**config.mk**
```make
export PLATFORM = sky130hd
export DESIGN_NAME = kpu_core
export DESIGN_NICKNAME = d
export VERILOG_FILES = /design/src/hw/kpu_isa_pkg.sv /design/src/hw/kpu_uarch_pkg.sv /design/src/hw/kpu_core.sv /design/src/hw/kpu_control.sv /design/src/hw/kpu_operands.sv /design/src/hw/kpu_regfile.sv /design/src/hw/kpu_shifter.sv /design/src/hw/kpu_alu.sv
export SDC_FILE = /design/constraint.sdc
export NUM_CORES = 2
export LEC_CHECK = 0
export BUFFER_PORTS_ARGS = -buffer_cell sky130_fd_sc_hd__buf_2
export CAP_MARGIN = 20
export CORE_ASPECT_RATIO = 2
export CORE_MARGIN = 2
export CORE_UTILIZATION = 51
export CTS_BUF_LIST = sky130_fd_sc_hd__clkbuf_8
export DETAILED_ROUTE_END_ITERATION = 6
export PLACE_DENSITY = 0.67
export SYNTH_ARGS = -nofsm -noshare
export SYNTH_HDL_FRONTEND = slang
export SYNTH_SLANG_ARGS = --single-unit
export TNS_END_PERCENT = 10
```
**constraint.sdc**
```tcl
create_clock -name clk -period 10.1 [get_ports clk]
set_input_delay 0.505 -clock clk [delete_from_list [all_inputs] [get_ports clk]]
set_output_delay 0.505 -clock clk [all_outputs]
set_load 0.01 [all_outputs]
```
**src/hw/kpu_isa_pkg.sv**
```systemverilog
package kpu_isa_pkg;

  // Data path and register file geometry
  localparam int XLEN  = 32;
  localparam int NREGS = 32;
  localparam int REG_W = $clog2(NREGS);
  localparam int IMM_W = 16;
  localparam int OP_W  = 6;

  // Opcode space, zero decodes as HALT so blank memory stops the core
  typedef enum logic [OP_W-1:0] {
    OP_HALT = 6'h00,
    OP_ADD  = 6'h01,
    OP_SUB  = 6'h02,
    OP_AND  = 6'h03,
    OP_OR   = 6'h04,
    OP_XOR  = 6'h05,
    OP_SHL  = 6'h06,
    OP_SHR  = 6'h07,
    OP_SRA  = 6'h08,
    OP_LDI  = 6'h09,
    OP_ST   = 6'h0a,
    OP_BZ   = 6'h0b
  } opcode_e;

  // Instruction word, offset in the top half and opcode in the low bits
  typedef struct packed {
    logic [IMM_W-1:0] offset;
    logic [REG_W-1:0] rb;
    logic [REG_W-1:0] ra;
    opcode_e          op;
  } instr_t;

endpackage
```
**src/hw/kpu_uarch_pkg.sv**
```systemverilog
package kpu_uarch_pkg;

  import kpu_isa_pkg::*;

  // Word address width on the Wishbone port
  localparam int ADR_W = 32;

  // One block owns the internal bus per cycle
  typedef enum logic [2:0] {
    SRC_REG   = 3'd0,
    SRC_TMP0  = 3'd1,
    SRC_TMP1  = 3'd2,
    SRC_ALU   = 3'd3,
    SRC_SHIFT = 3'd4,
    SRC_IMM   = 3'd5
  } bus_src_e;

  typedef enum logic [2:0] {
    ALU_ADD = 3'd0,
    ALU_SUB = 3'd1,
    ALU_AND = 3'd2,
    ALU_OR  = 3'd3,
    ALU_XOR = 3'd4
  } alu_op_e;

  typedef enum logic [1:0] {
    SH_SHL = 2'd0,
    SH_SHR = 2'd1,
    SH_SRA = 2'd2
  } shift_op_e;

  // Control word issued by the sequencer every cycle
  typedef struct packed {
    bus_src_e         bus_src;
    logic [REG_W-1:0] reg_sel;
    logic             reg_we;
    logic             tmp0_le;
    logic             tmp1_le;
    alu_op_e          alu_op;
    shift_op_e        shift_op;
    logic             flag_le;
  } ctrl_t;

  typedef struct packed {
    logic             cyc;
    logic             stb;
    logic             we;
    logic [ADR_W-1:0] adr;
    logic [XLEN-1:0]  dat_w;
  } wb_req_t;

  typedef struct packed {
    logic            ack;
    logic [XLEN-1:0] dat_r;
  } wb_rsp_t;

endpackage

```
**src/hw/kpu_core.sv**
```systemverilog
`timescale 1ns/1ps

module kpu_core
  import kpu_isa_pkg::*;
  import kpu_uarch_pkg::*;
(
  input  logic    clk,
  input  logic    rst_n,
  input  wb_rsp_t wb_rsp,
  output wb_req_t wb_req,
  output logic    halted
);

  // Shared internal bus and the blocks around it
  logic [XLEN-1:0] bus;
  logic [XLEN-1:0] tmp0;
  logic [XLEN-1:0] tmp1;
  logic [XLEN-1:0] reg_rd;
  logic [XLEN-1:0] alu_y;
  logic [XLEN-1:0] shift_y;
  logic [XLEN-1:0] imm;
  logic            zero;
  ctrl_t           ctrl;

  kpu_control u_control (
    .clk    (clk),
    .rst_n  (rst_n),
    .wb_rsp (wb_rsp),
    .zero   (zero),
    .tmp0   (tmp0),
    .wb_req (wb_req),
    .ctrl   (ctrl),
    .imm    (imm),
    .halted (halted)
  );

  kpu_operands u_operands (
    .clk     (clk),
    .rst_n   (rst_n),
    .ctrl    (ctrl),
    .reg_rd  (reg_rd),
    .alu_y   (alu_y),
    .shift_y (shift_y),
    .imm     (imm),
    .bus     (bus),
    .tmp0    (tmp0),
    .tmp1    (tmp1)
  );

  kpu_regfile u_regfile (
    .clk    (clk),
    .ctrl   (ctrl),
    .bus    (bus),
    .reg_rd (reg_rd)
  );

  kpu_alu u_alu (
    .clk   (clk),
    .rst_n (rst_n),
    .ctrl  (ctrl),
    .a     (tmp0),
    .b     (tmp1),
    .y     (alu_y),
    .zero  (zero)
  );

  // Shift distance from the low bits of the second operand
  kpu_shifter u_shifter (
    .ctrl   (ctrl),
    .a      (tmp0),
    .amount (tmp1[4:0]),
    .y      (shift_y)
  );

endmodule

```
**src/hw/kpu_control.sv**
```systemverilog
`timescale 1ns/1ps

module kpu_control
  import kpu_isa_pkg::*;
  import kpu_uarch_pkg::*;
(
  input  logic            clk,
  input  logic            rst_n,
  input  wb_rsp_t         wb_rsp,
  input  logic            zero,
  input  logic [XLEN-1:0] tmp0,
  output wb_req_t         wb_req,
  output ctrl_t           ctrl,
  output logic [XLEN-1:0] imm,
  output logic            halted
);

  typedef enum logic [3:0] {
    S_FETCH, S_DECODE, S_LOAD_A, S_LOAD_B, S_EXEC,
    S_LDI, S_STORE, S_GAP, S_BRANCH, S_HALT
  } state_e;

  state_e           state;
  logic [ADR_W-1:0] pc;
  instr_t           ir;
  logic             is_shift;

  always_ff @(posedge clk) begin
    if (!rst_n) begin
      state <= S_FETCH;
      pc    <= '0;
    end else begin
      case (state)
        S_FETCH: begin
          if (wb_rsp.ack) begin
            state <= S_DECODE;
            pc    <= pc + 1'b1;
          end
        end
        S_DECODE: begin
          case (ir.op)
            OP_ADD, OP_SUB, OP_AND, OP_OR, OP_XOR,
            OP_SHL, OP_SHR, OP_SRA, OP_ST: state <= S_LOAD_A;
            OP_LDI:  state <= S_LDI;
            OP_BZ:   state <= S_BRANCH;
            OP_HALT: state <= S_HALT;
            // Unknown opcodes are skipped
            default: state <= S_FETCH;
          endcase
        end
        S_LOAD_A: state <= (ir.op == OP_ST) ? S_STORE : S_LOAD_B;
        S_LOAD_B: state <= S_EXEC;
        S_STORE: begin
          if (wb_rsp.ack) begin
            state <= S_GAP;
          end
        end
        S_BRANCH: begin
          // Target is relative to the next instruction
          if (zero) begin
            pc <= pc + imm;
          end
          state <= S_FETCH;
        end
        S_HALT:  state <= S_HALT;
        default: state <= S_FETCH;
      endcase
    end
  end

  always_ff @(posedge clk) begin
    if (state == S_FETCH && wb_rsp.ack) begin
      ir <= instr_t'(wb_rsp.dat_r);
    end
  end

  assign imm      = {{(XLEN-IMM_W){ir.offset[IMM_W-1]}}, ir.offset};
  assign halted   = (state == S_HALT);
  assign is_shift = ir.op inside {OP_SHL, OP_SHR, OP_SRA};

  // Bus cycle lasts exactly as long as the fetch or store state
  always_comb begin
    wb_req.cyc   = (state == S_FETCH) || (state == S_STORE);
    wb_req.stb   = wb_req.cyc;
    wb_req.we    = (state == S_STORE);
    wb_req.adr   = (state == S_STORE) ? ADR_W'(ir.offset) : pc;
    wb_req.dat_w = tmp0;
  end

  always_comb begin
    ctrl         = '0;
    ctrl.reg_sel = ir.ra;
    case (ir.op)
      OP_SUB:  ctrl.alu_op = ALU_SUB;
      OP_AND:  ctrl.alu_op = ALU_AND;
      OP_OR:   ctrl.alu_op = ALU_OR;
      OP_XOR:  ctrl.alu_op = ALU_XOR;
      default: ctrl.alu_op = ALU_ADD;
    endcase
    case (ir.op)
      OP_SHR:  ctrl.shift_op = SH_SHR;
      OP_SRA:  ctrl.shift_op = SH_SRA;
      default: ctrl.shift_op = SH_SHL;
    endcase
    case (state)
      S_LOAD_A: ctrl.tmp0_le = 1'b1;
      S_LOAD_B: begin
        ctrl.reg_sel = ir.rb;
        ctrl.tmp1_le = 1'b1;
      end
      S_EXEC: begin
        ctrl.bus_src = is_shift ? SRC_SHIFT : SRC_ALU;
        ctrl.reg_we  = 1'b1;
        // Shifts leave the zero flag alone
        ctrl.flag_le = !is_shift;
      end
      S_LDI: begin
        ctrl.bus_src = SRC_IMM;
        ctrl.reg_we  = 1'b1;
      end
      default: ;
    endcase
  end

  // Request must hold still until the slave answers
  a_wb_stable: assert property (@(posedge clk) disable iff (!rst_n)
    (wb_req.stb && !wb_rsp.ack) |=> wb_req.stb && $stable(wb_req.adr) && $stable(wb_req.we));

endmodule

```
**src/hw/kpu_operands.sv**
```systemverilog
`timescale 1ns/1ps

module kpu_operands
  import kpu_isa_pkg::*;
  import kpu_uarch_pkg::*;
(
  input  logic            clk,
  input  logic            rst_n,
  input  ctrl_t           ctrl,
  input  logic [XLEN-1:0] reg_rd,
  input  logic [XLEN-1:0] alu_y,
  input  logic [XLEN-1:0] shift_y,
  input  logic [XLEN-1:0] imm,
  output logic [XLEN-1:0] bus,
  output logic [XLEN-1:0] tmp0,
  output logic [XLEN-1:0] tmp1
);

  // Scratch latches, not visible to the instruction set
  always_ff @(posedge clk) begin
    if (ctrl.tmp0_le) begin
      tmp0 <= bus;
    end
    if (ctrl.tmp1_le) begin
      tmp1 <= bus;
    end
  end

  // Select comes straight from the sequencer state register
  always_comb begin
    case (ctrl.bus_src)
      SRC_TMP0:  bus = tmp0;
      SRC_TMP1:  bus = tmp1;
      SRC_ALU:   bus = alu_y;
      SRC_SHIFT: bus = shift_y;
      SRC_IMM:   bus = imm;
      default:   bus = reg_rd;
    endcase
  end

  a_no_self_load: assert property (@(posedge clk) disable iff (!rst_n)
    !(ctrl.tmp0_le && ctrl.bus_src == SRC_TMP0) &&
    !(ctrl.tmp1_le && ctrl.bus_src == SRC_TMP1));

  a_src_legal: assert property (@(posedge clk) disable iff (!rst_n)
    ctrl.bus_src inside {SRC_REG, SRC_TMP0, SRC_TMP1, SRC_ALU, SRC_SHIFT, SRC_IMM});

endmodule

```
**src/hw/kpu_regfile.sv**
```systemverilog
`timescale 1ns/1ps

module kpu_regfile
  import kpu_isa_pkg::*;
  import kpu_uarch_pkg::*;
(
  input  logic            clk,
  input  ctrl_t           ctrl,
  input  logic [XLEN-1:0] bus,
  output logic [XLEN-1:0] reg_rd
);

  logic [XLEN-1:0] regs [NREGS];

  // Single port, read and write share the selected index
  always_ff @(posedge clk) begin
    if (ctrl.reg_we) begin
      regs[ctrl.reg_sel] <= bus;
    end
  end

  assign reg_rd = regs[ctrl.reg_sel];

endmodule

```
**src/hw/kpu_shifter.sv**
```systemverilog
`timescale 1ns/1ps

module kpu_shifter
  import kpu_isa_pkg::*;
  import kpu_uarch_pkg::*;
(
  input  ctrl_t           ctrl,
  input  logic [XLEN-1:0] a,
  input  logic [4:0]      amount,
  output logic [XLEN-1:0] y
);

  always_comb begin
    case (ctrl.shift_op)
      SH_SHR:  y = a >> amount;
      // Arithmetic shift fills from the sign bit
      SH_SRA:  y = $unsigned($signed(a) >>> amount);
      default: y = a << amount;
    endcase
  end

endmodule

```
**src/hw/kpu_alu.sv**
```systemverilog
`timescale 1ns/1ps

module kpu_alu
  import kpu_isa_pkg::*;
  import kpu_uarch_pkg::*;
(
  input  logic            clk,
  input  logic            rst_n,
  input  ctrl_t           ctrl,
  input  logic [XLEN-1:0] a,
  input  logic [XLEN-1:0] b,
  output logic [XLEN-1:0] y,
  output logic            zero
);

  always_comb begin
    case (ctrl.alu_op)
      ALU_SUB: y = a - b;
      ALU_AND: y = a & b;
      ALU_OR:  y = a | b;
      ALU_XOR: y = a ^ b;
      default: y = a + b;
    endcase
  end

  // Flag is sampled only when the sequencer asks, so BZ sees the last ALU op
  always_ff @(posedge clk) begin
    if (!rst_n) begin
      zero <= 1'b0;
    end else if (ctrl.flag_le) begin
      zero <= (y == '0);
    end
  end

endmodule

```
* After elaboration in Yosys (flattened, before gate mapping)
Memories as Yosys holds them, arrays and structs flattened. A register that Yosys moved wholly into a read port is not among the register bits.
Index checks and enable logic that the tools add are counted.
** Word-level totals
- Logic and storage cells :: 86
- Register bits :: 133
- ROM bits :: 64
- Output and inout bits :: 68
- Memories kept :: 2
- RAM bits :: 1024
- Input port bits :: 35
** Memories
- u_regfile.regs :: depth 32, bits a word 32, read ports 1, clocked after memory_dff 0, wr ports 1, RTL line kpu_regfile.sv:13 : logic [XLEN-1:0] regs [NREGS];
- (no name shown) :: depth 16, bits a word 4, read ports 1, clocked after memory_dff 1, wr ports 0, RTL line kpu_control.sv:41 : case (ir.op)
** Operators by class
- Bitwise operators :: 3
- Reduce and logical (&&, ||, !) cells :: 11
- Shift-type cells :: 3
- Muxes and demuxes :: 24
- Add/sub/neg operators :: 4
- Eq/ne operators :: 30
** Operators with widths (number)
- one-hot mux 32 bit (5 select lines) :: 1
- one-hot mux 32 bit (2 select lines) :: 2
- one-hot mux 32 bit (4 select lines) :: 1
- two-way mux 32 bit :: 3
- adder 32 bit :: 2
- adder 32 x 1 -> 32 bit, second input constant :: 1
- AND 32 bit :: 1
- logical NOT 32 bit :: 1
- bitwise OR 32 bit :: 1
- << shifter 32 x 5 -> 32 bit :: 1
- right shift 32 x 5 -> 32 bit :: 1
- >>> shifter 32 x 5 -> 32 bit :: 1
- subtractor 32 bit :: 1
- XOR 32 bit :: 1
- equality test 6 x 3 -> 1 bit, second input constant :: 4
- one-hot mux 4 bit (6 select lines) :: 1
- two-way mux 4 bit :: 4
- equality test 3 x 2 -> 1 bit, second input constant :: 4
- equality test 4 x 3 -> 1 bit, second input constant :: 3
- equality test 6 x 2 -> 1 bit, second input constant :: 2
- equality test 6 x 4 -> 1 bit, second input constant :: 2
- one-hot mux 3 bit (4 select lines) :: 1
- equality test 3 bit, second input constant :: 3
- equality test 4 x 2 -> 1 bit, second input constant :: 2
- 22 further kinds :: 31

* Longest topological paths before layout
- Depth after elaboration :: 6
- Gate-level depth with buffers :: 23
- Depth with buffers taken out :: 19

* Modules after synthesis
Synthesis repeated with hierarchy kept, for this count alone.
** Unflattened totals
- Cell total of the unflattened synthesis :: 4187
- Area total of the unflattened synthesis :: 56710.6 sq um
** By module, submodules not included
- kpu_regfile :: cells an instance 2075, times used 1, area each 39101.3 sq um, seq. area each 30749.5 sq um
- kpu_control :: cells an instance 604, times used 1, area each 5285.1 sq um, seq. area each 1761.7 sq um
- kpu_alu :: cells an instance 652, times used 1, area each 4434.3 sq um, seq. area each 20.0 sq um
- kpu_shifter :: cells an instance 521, times used 1, area each 4287.9 sq um, seq. area each 0.0 sq um
- kpu_operands :: cells an instance 335, times used 1, area each 3602.2 sq um, seq. area each 1921.8 sq um

* Worst setup path after synthesis
No wires, ideal clock.
- Path kind :: register to register
- Start :: reg u_operands.tmp1[0]
- End :: reg u_operands.tmp0[29], data pin
- Path buffers :: 4
- Library setup time :: 0.387 ns
- Data arrival time :: 5.757 ns
- Data required time :: 9.713 ns
- Cell stages (with the launch flop) :: 22
- Slack :: 3.956 ns
- Period minus slack after synthesis :: 6.144 ns
- Cell sequence :: edfxtp_1 -> buf_2 -> buf_1 -> inv_1 -> clkbuf_1 -> ha_1 -> nand3_1 -> nor3_1 -> nand3_1 -> nor2_1 -> a21oi_1 -> xnor2_1 -> ha_1 -> clkbuf_1 -> nand3_1 -> or2_2 -> a2111oi_0 -> nor3_1 -> o31ai_1 -> nand2b_1 -> o211ai_1 -> a21oi_1
** Between the ends
- Word-level cells in the longest chain between the ends :: 3
- Elaborated cells on any way between the ends :: 8
- Classes of those cells :: add/sub (2); shift (3); mux (3)
** Ends and longest elaborated chain
- from (decl) :: RTL line kpu_operands.sv:16 : output logic [XLEN-1:0] tmp1
- from (signal assigned) :: RTL line kpu_operands.sv:25 : tmp1 <= bus;
- adder 32 bit (tied with other cells) :: RTL line kpu_alu.sv:22 : default: y = a + b;
- one-hot mux 32 bit (4 select lines) or one-hot mux 32 bit (2 select lines) (tied branches) :: RTL line kpu_alu.sv:17, kpu_shifter.sv:14
- one-hot mux 32 bit (5 select lines) * :: RTL line kpu_operands.sv:31 : case (ctrl.bus_src)
- net bus[29] :: RTL line kpu_core.sv:15 : logic [XLEN-1:0] bus;
- to (signal assigned) :: RTL line kpu_operands.sv:22 : tmp0 <= bus;
- to (decl) :: RTL line kpu_operands.sv:15 : output logic [XLEN-1:0] tmp0,
Mark *: on every way through the listed nets, which the timed path passes. The rest lies on a longest branch.
A chain may end at the register's enable or synchronous reset.

* Worst setup path after layout
- Start :: reg u_operands.tmp1[0]
- End :: mem u_regfile.regs[27][28], data pin
** Between the ends
- Word-level cells in the longest chain between the ends :: 3
- Elaborated cells on any way between the ends :: 8
- Classes of those cells :: add/sub (2); shift (3); mux (3)
** Ends and longest elaborated chain (RTL line)
- adder 32 bit (tied with other cells) :: kpu_alu.sv:22
- one-hot mux 32 bit (4 select lines) or one-hot mux 32 bit (2 select lines) (tied branches) :: kpu_alu.sv:17, kpu_shifter.sv:14
- one-hot mux 32 bit (5 select lines) * :: kpu_operands.sv:31
- net bus[28] :: kpu_core.sv:15
- to (decl) :: kpu_regfile.sv:13
Marks and branches as above.

==> reports/metrics.yaml <==
dp_hpwl_mm: 114.3
synthCells: 3626
hold_viol: 0
violations: "DRC"
setup-violations-final: 0
synth_top_area_share_pct: 61.99
crit_type: "reg -> reg"
clock_latency_ns: 0.87
start_util_pct: 51.32
async_flop_share_pct: 0
synth.ff_latch_count: 1161
viasPerCell: 6.563
nFillCells: 8282
nets: 3998
first_pass_iters: 7
crit_path_end_kind: "register"
port_buffers: 102
die_y_microns: 465.3
status: "complete, but fails checks"
dp.cells: 5007
gp_congestion: 1.036
core-area_sq_um: 105700
drc_errors: 1
cp-start-kind: "register"
grt_pass1_wl_mm: 251.2
tns_ns: 0
grt_max_degree: 108
area_growth_syn_to_layout_pct: 11.26
vias: 34940
slew_viol_final: 0
final_util_pct: 57.10
io_pins: 103
cts_sinks: 1161
wl_met3_mm: 12.25
grt_usage_pct: 32.40
grt_antenna_before_repair: 2
layout-drive-gt1-share_pct: 21.72
top_layer: "met4"
fin_crit_ns: 6.573
relSlewSlack_pct: 16.95
fin_skew_ns: 0.04694
yosys.area.top_type: "edfxtp_1"
wire_per_inst_microns: 33.16
cts_htree_levels: 4
syn-num-nets: 3793
syn_area_per_cell_sq_um: 14.96
dr_wl_met2_mm: 92.79
place_ws_ns: 3.669
leakage_nw: 20.66
fmax_mhz: 152.1
whs_ns: 0.1435
final_cell_count_no_fill: 5324
num_rows: 169
fin_crit_sh_pct: 65.08
synth_cell_types: 95
synth_common_cells: "edfxtp_1 (1,120), nand2_1 (340), mux4_2 (307)"
root_buffer: "clkbuf_8"
hp-class: "in -> reg"
routedLengthMet1_mm: 56.97
postCtsSetupBuffers: 0
yosysWarnings: 0
drt-total-wl_mm: 176.6
numCtsBuffers: 155
synth_area_sq_um: 54260
worstPathRequired_ns: 10.69
ir_worst_vdd_mv: 0.1195
cts_tree: "done"
ys_seq_area_share_pct: 63.50
crit_arrival_ns: 7.16
fp.dieW_microns: 234.6
worstPathMaxFanout: 31
drt_iter0_drc: 3890
synth.most_common_cell: "edfxtp_1"
tightestPinTransition_ns: 1.240
rsz0062_at_grt: "no"
ys.flop_type: "edfxtp_1"
synth-edff-count: 1120
synth.area.top_cells: "edfxtp_1 (62%), mux4_2 (13%), ha_1 (3.0%)"
worst_slack_ns: 3.527
powerDensity_nw_per_um2: 165.7
cts.clk_slew.worst_paths_ns: 0.06
grt_pass1_vias: 35810
final_antenna_net_count: 0
clockBufferDepth: 3
die_area_sq_um: 109200
overflow: 0
cap_violations: 0
## kinds of logic (layout without fill, tap and decap cells)
family	Yosys count	after routing	share of synthesized area, %
compound gates	708	708	8.330
xor+xnor	73	73	1.213
buf+inv	308	637	2.359
simple gates	842	842	6.978
flops	1161	1161	63.50
fa+ha+maj	132	132	3.072
other cells	0	1	0
mux	402	402	14.55
## critical path, cell delays in order (launching register included)
cell and delay, ns:
edfxtp_1 1.02, inv_1 0.55, ha_1 0.42, nand3_1 0.20, nor3_1 0.09, buf_4 0.18, a31oi_1 0.20, xnor2_1 0.10
ha_1 0.44, nand4_1 0.23, or2_2 0.34, a21o_1 0.18, o31a_1 0.19, o21bai_1 0.51, o21ai_0 0.22, xnor2_1 0.16
a221oi_1 0.68, a21o_1 0.24, o21ai_2 0.12, buf_8 0.22
## metal layers
| metal | vias up | track usage (%) |
|---|---|---|
| met5 | - | 0 |
| met4 | 0 | 23.25 |
| met3 | 588 | 5.440 |
| met2 | 1815 | 57.42 |
| met1 | 17820 | 35.00 |
| li1 | 14710 | - |
## area by class of cell
| cell class | count | area (sq um) | area share [%] |
|---|---|---|---|
| sequential | 1161 | 34450 | 57.07 |
| clock inverter | 124 | 737.0 | 1.221 |
| tap | 1368 | 1712 | 2.835 |
| antenna | 1 | 2.502 | 0.004145 |
| clock buffer | 157 | 2161 | 3.579 |
| timing repair buffer | 260 | 1863 | 3.086 |
| inverter | 96 | 360.3 | 0.5969 |
| multi-input combinational | 2157 | 19080 | 31.61 |
## power breakdown
part           switching [W]  internal (W)
clock                0.00179       0.00160
combinational       0.000729      0.000343
sequential         0.0000311       0.00551
total                0.00255       0.00745
## registers in the layout (all words and copies together) (netlist names), named ones only
register and cells:
u_control.ir 16, u_control.state 4, u_operands.tmp0 32, u_control.pc 32
u_alu.zero 1, u_operands.tmp1 32, u_regfile.regs 1024, u_control.imm 16
## cells in the final DEF, fill, tap and decap left out, types with 28 or more instances in the layout
| master | instances |
|---|---|
| edfxtp_1 | 1120 |
| nand2_1 | 340 |
| mux4_2 | 307 |
| a21oi_1 | 216 |
| nor2_1 | 183 |
| clkbuf_8 | 157 |
| inv_1 | 145 |
| o21ai_0 | 133 |
| ha_1 | 130 |
| buf_4 | 116 |
| buf_2 | 103 |
| nand3_1 | 84 |
| mux2i_1 | 69 |
| xnor2_1 | 60 |
| dfxtp_1 | 41 |
| a21o_1 | 39 |
| nor2_4 | 37 |
| a31oi_1 | 37 |
| a22oi_1 | 37 |
| nor3_1 | 34 |
| clkinv_1 | 34 |
| dlygate4sd3_1 | 32 |
| nor2b_1 | 28 |
## what timing repair did
action,in CTS,in global routing
hold buffers,32,0
gates resized for setup,0,0
endpoints found under the hold margin,34,0
## stage by stage
step / instance area, sq um / total power (W)
final: 60370 / 0.01000
after global routing: 60370 / 0.01033
after CTS: 60320 / 0.01005
after detailed placement: 57100 / 0.006693
after global placement: 57040 / 0.006672
after floorplan: 54260 / 0.006266
## path summary, 6_finish.rpt
check | startpoint | endpoint | slack [ns] | cells past startpoint
max reg2reg | u_operands.tmp1[0] | u_regfile.regs[27][28] | 3.53 | 19
max | u_operands.tmp1[0] | u_regfile.regs[27][28] | 3.53 | 19
min | rst_n | u_control.state[0] | 0.14 | 2
min reg2reg | register | u_control.state[1] | 0.46 | 2
Power figures use the tool's default switching activity.
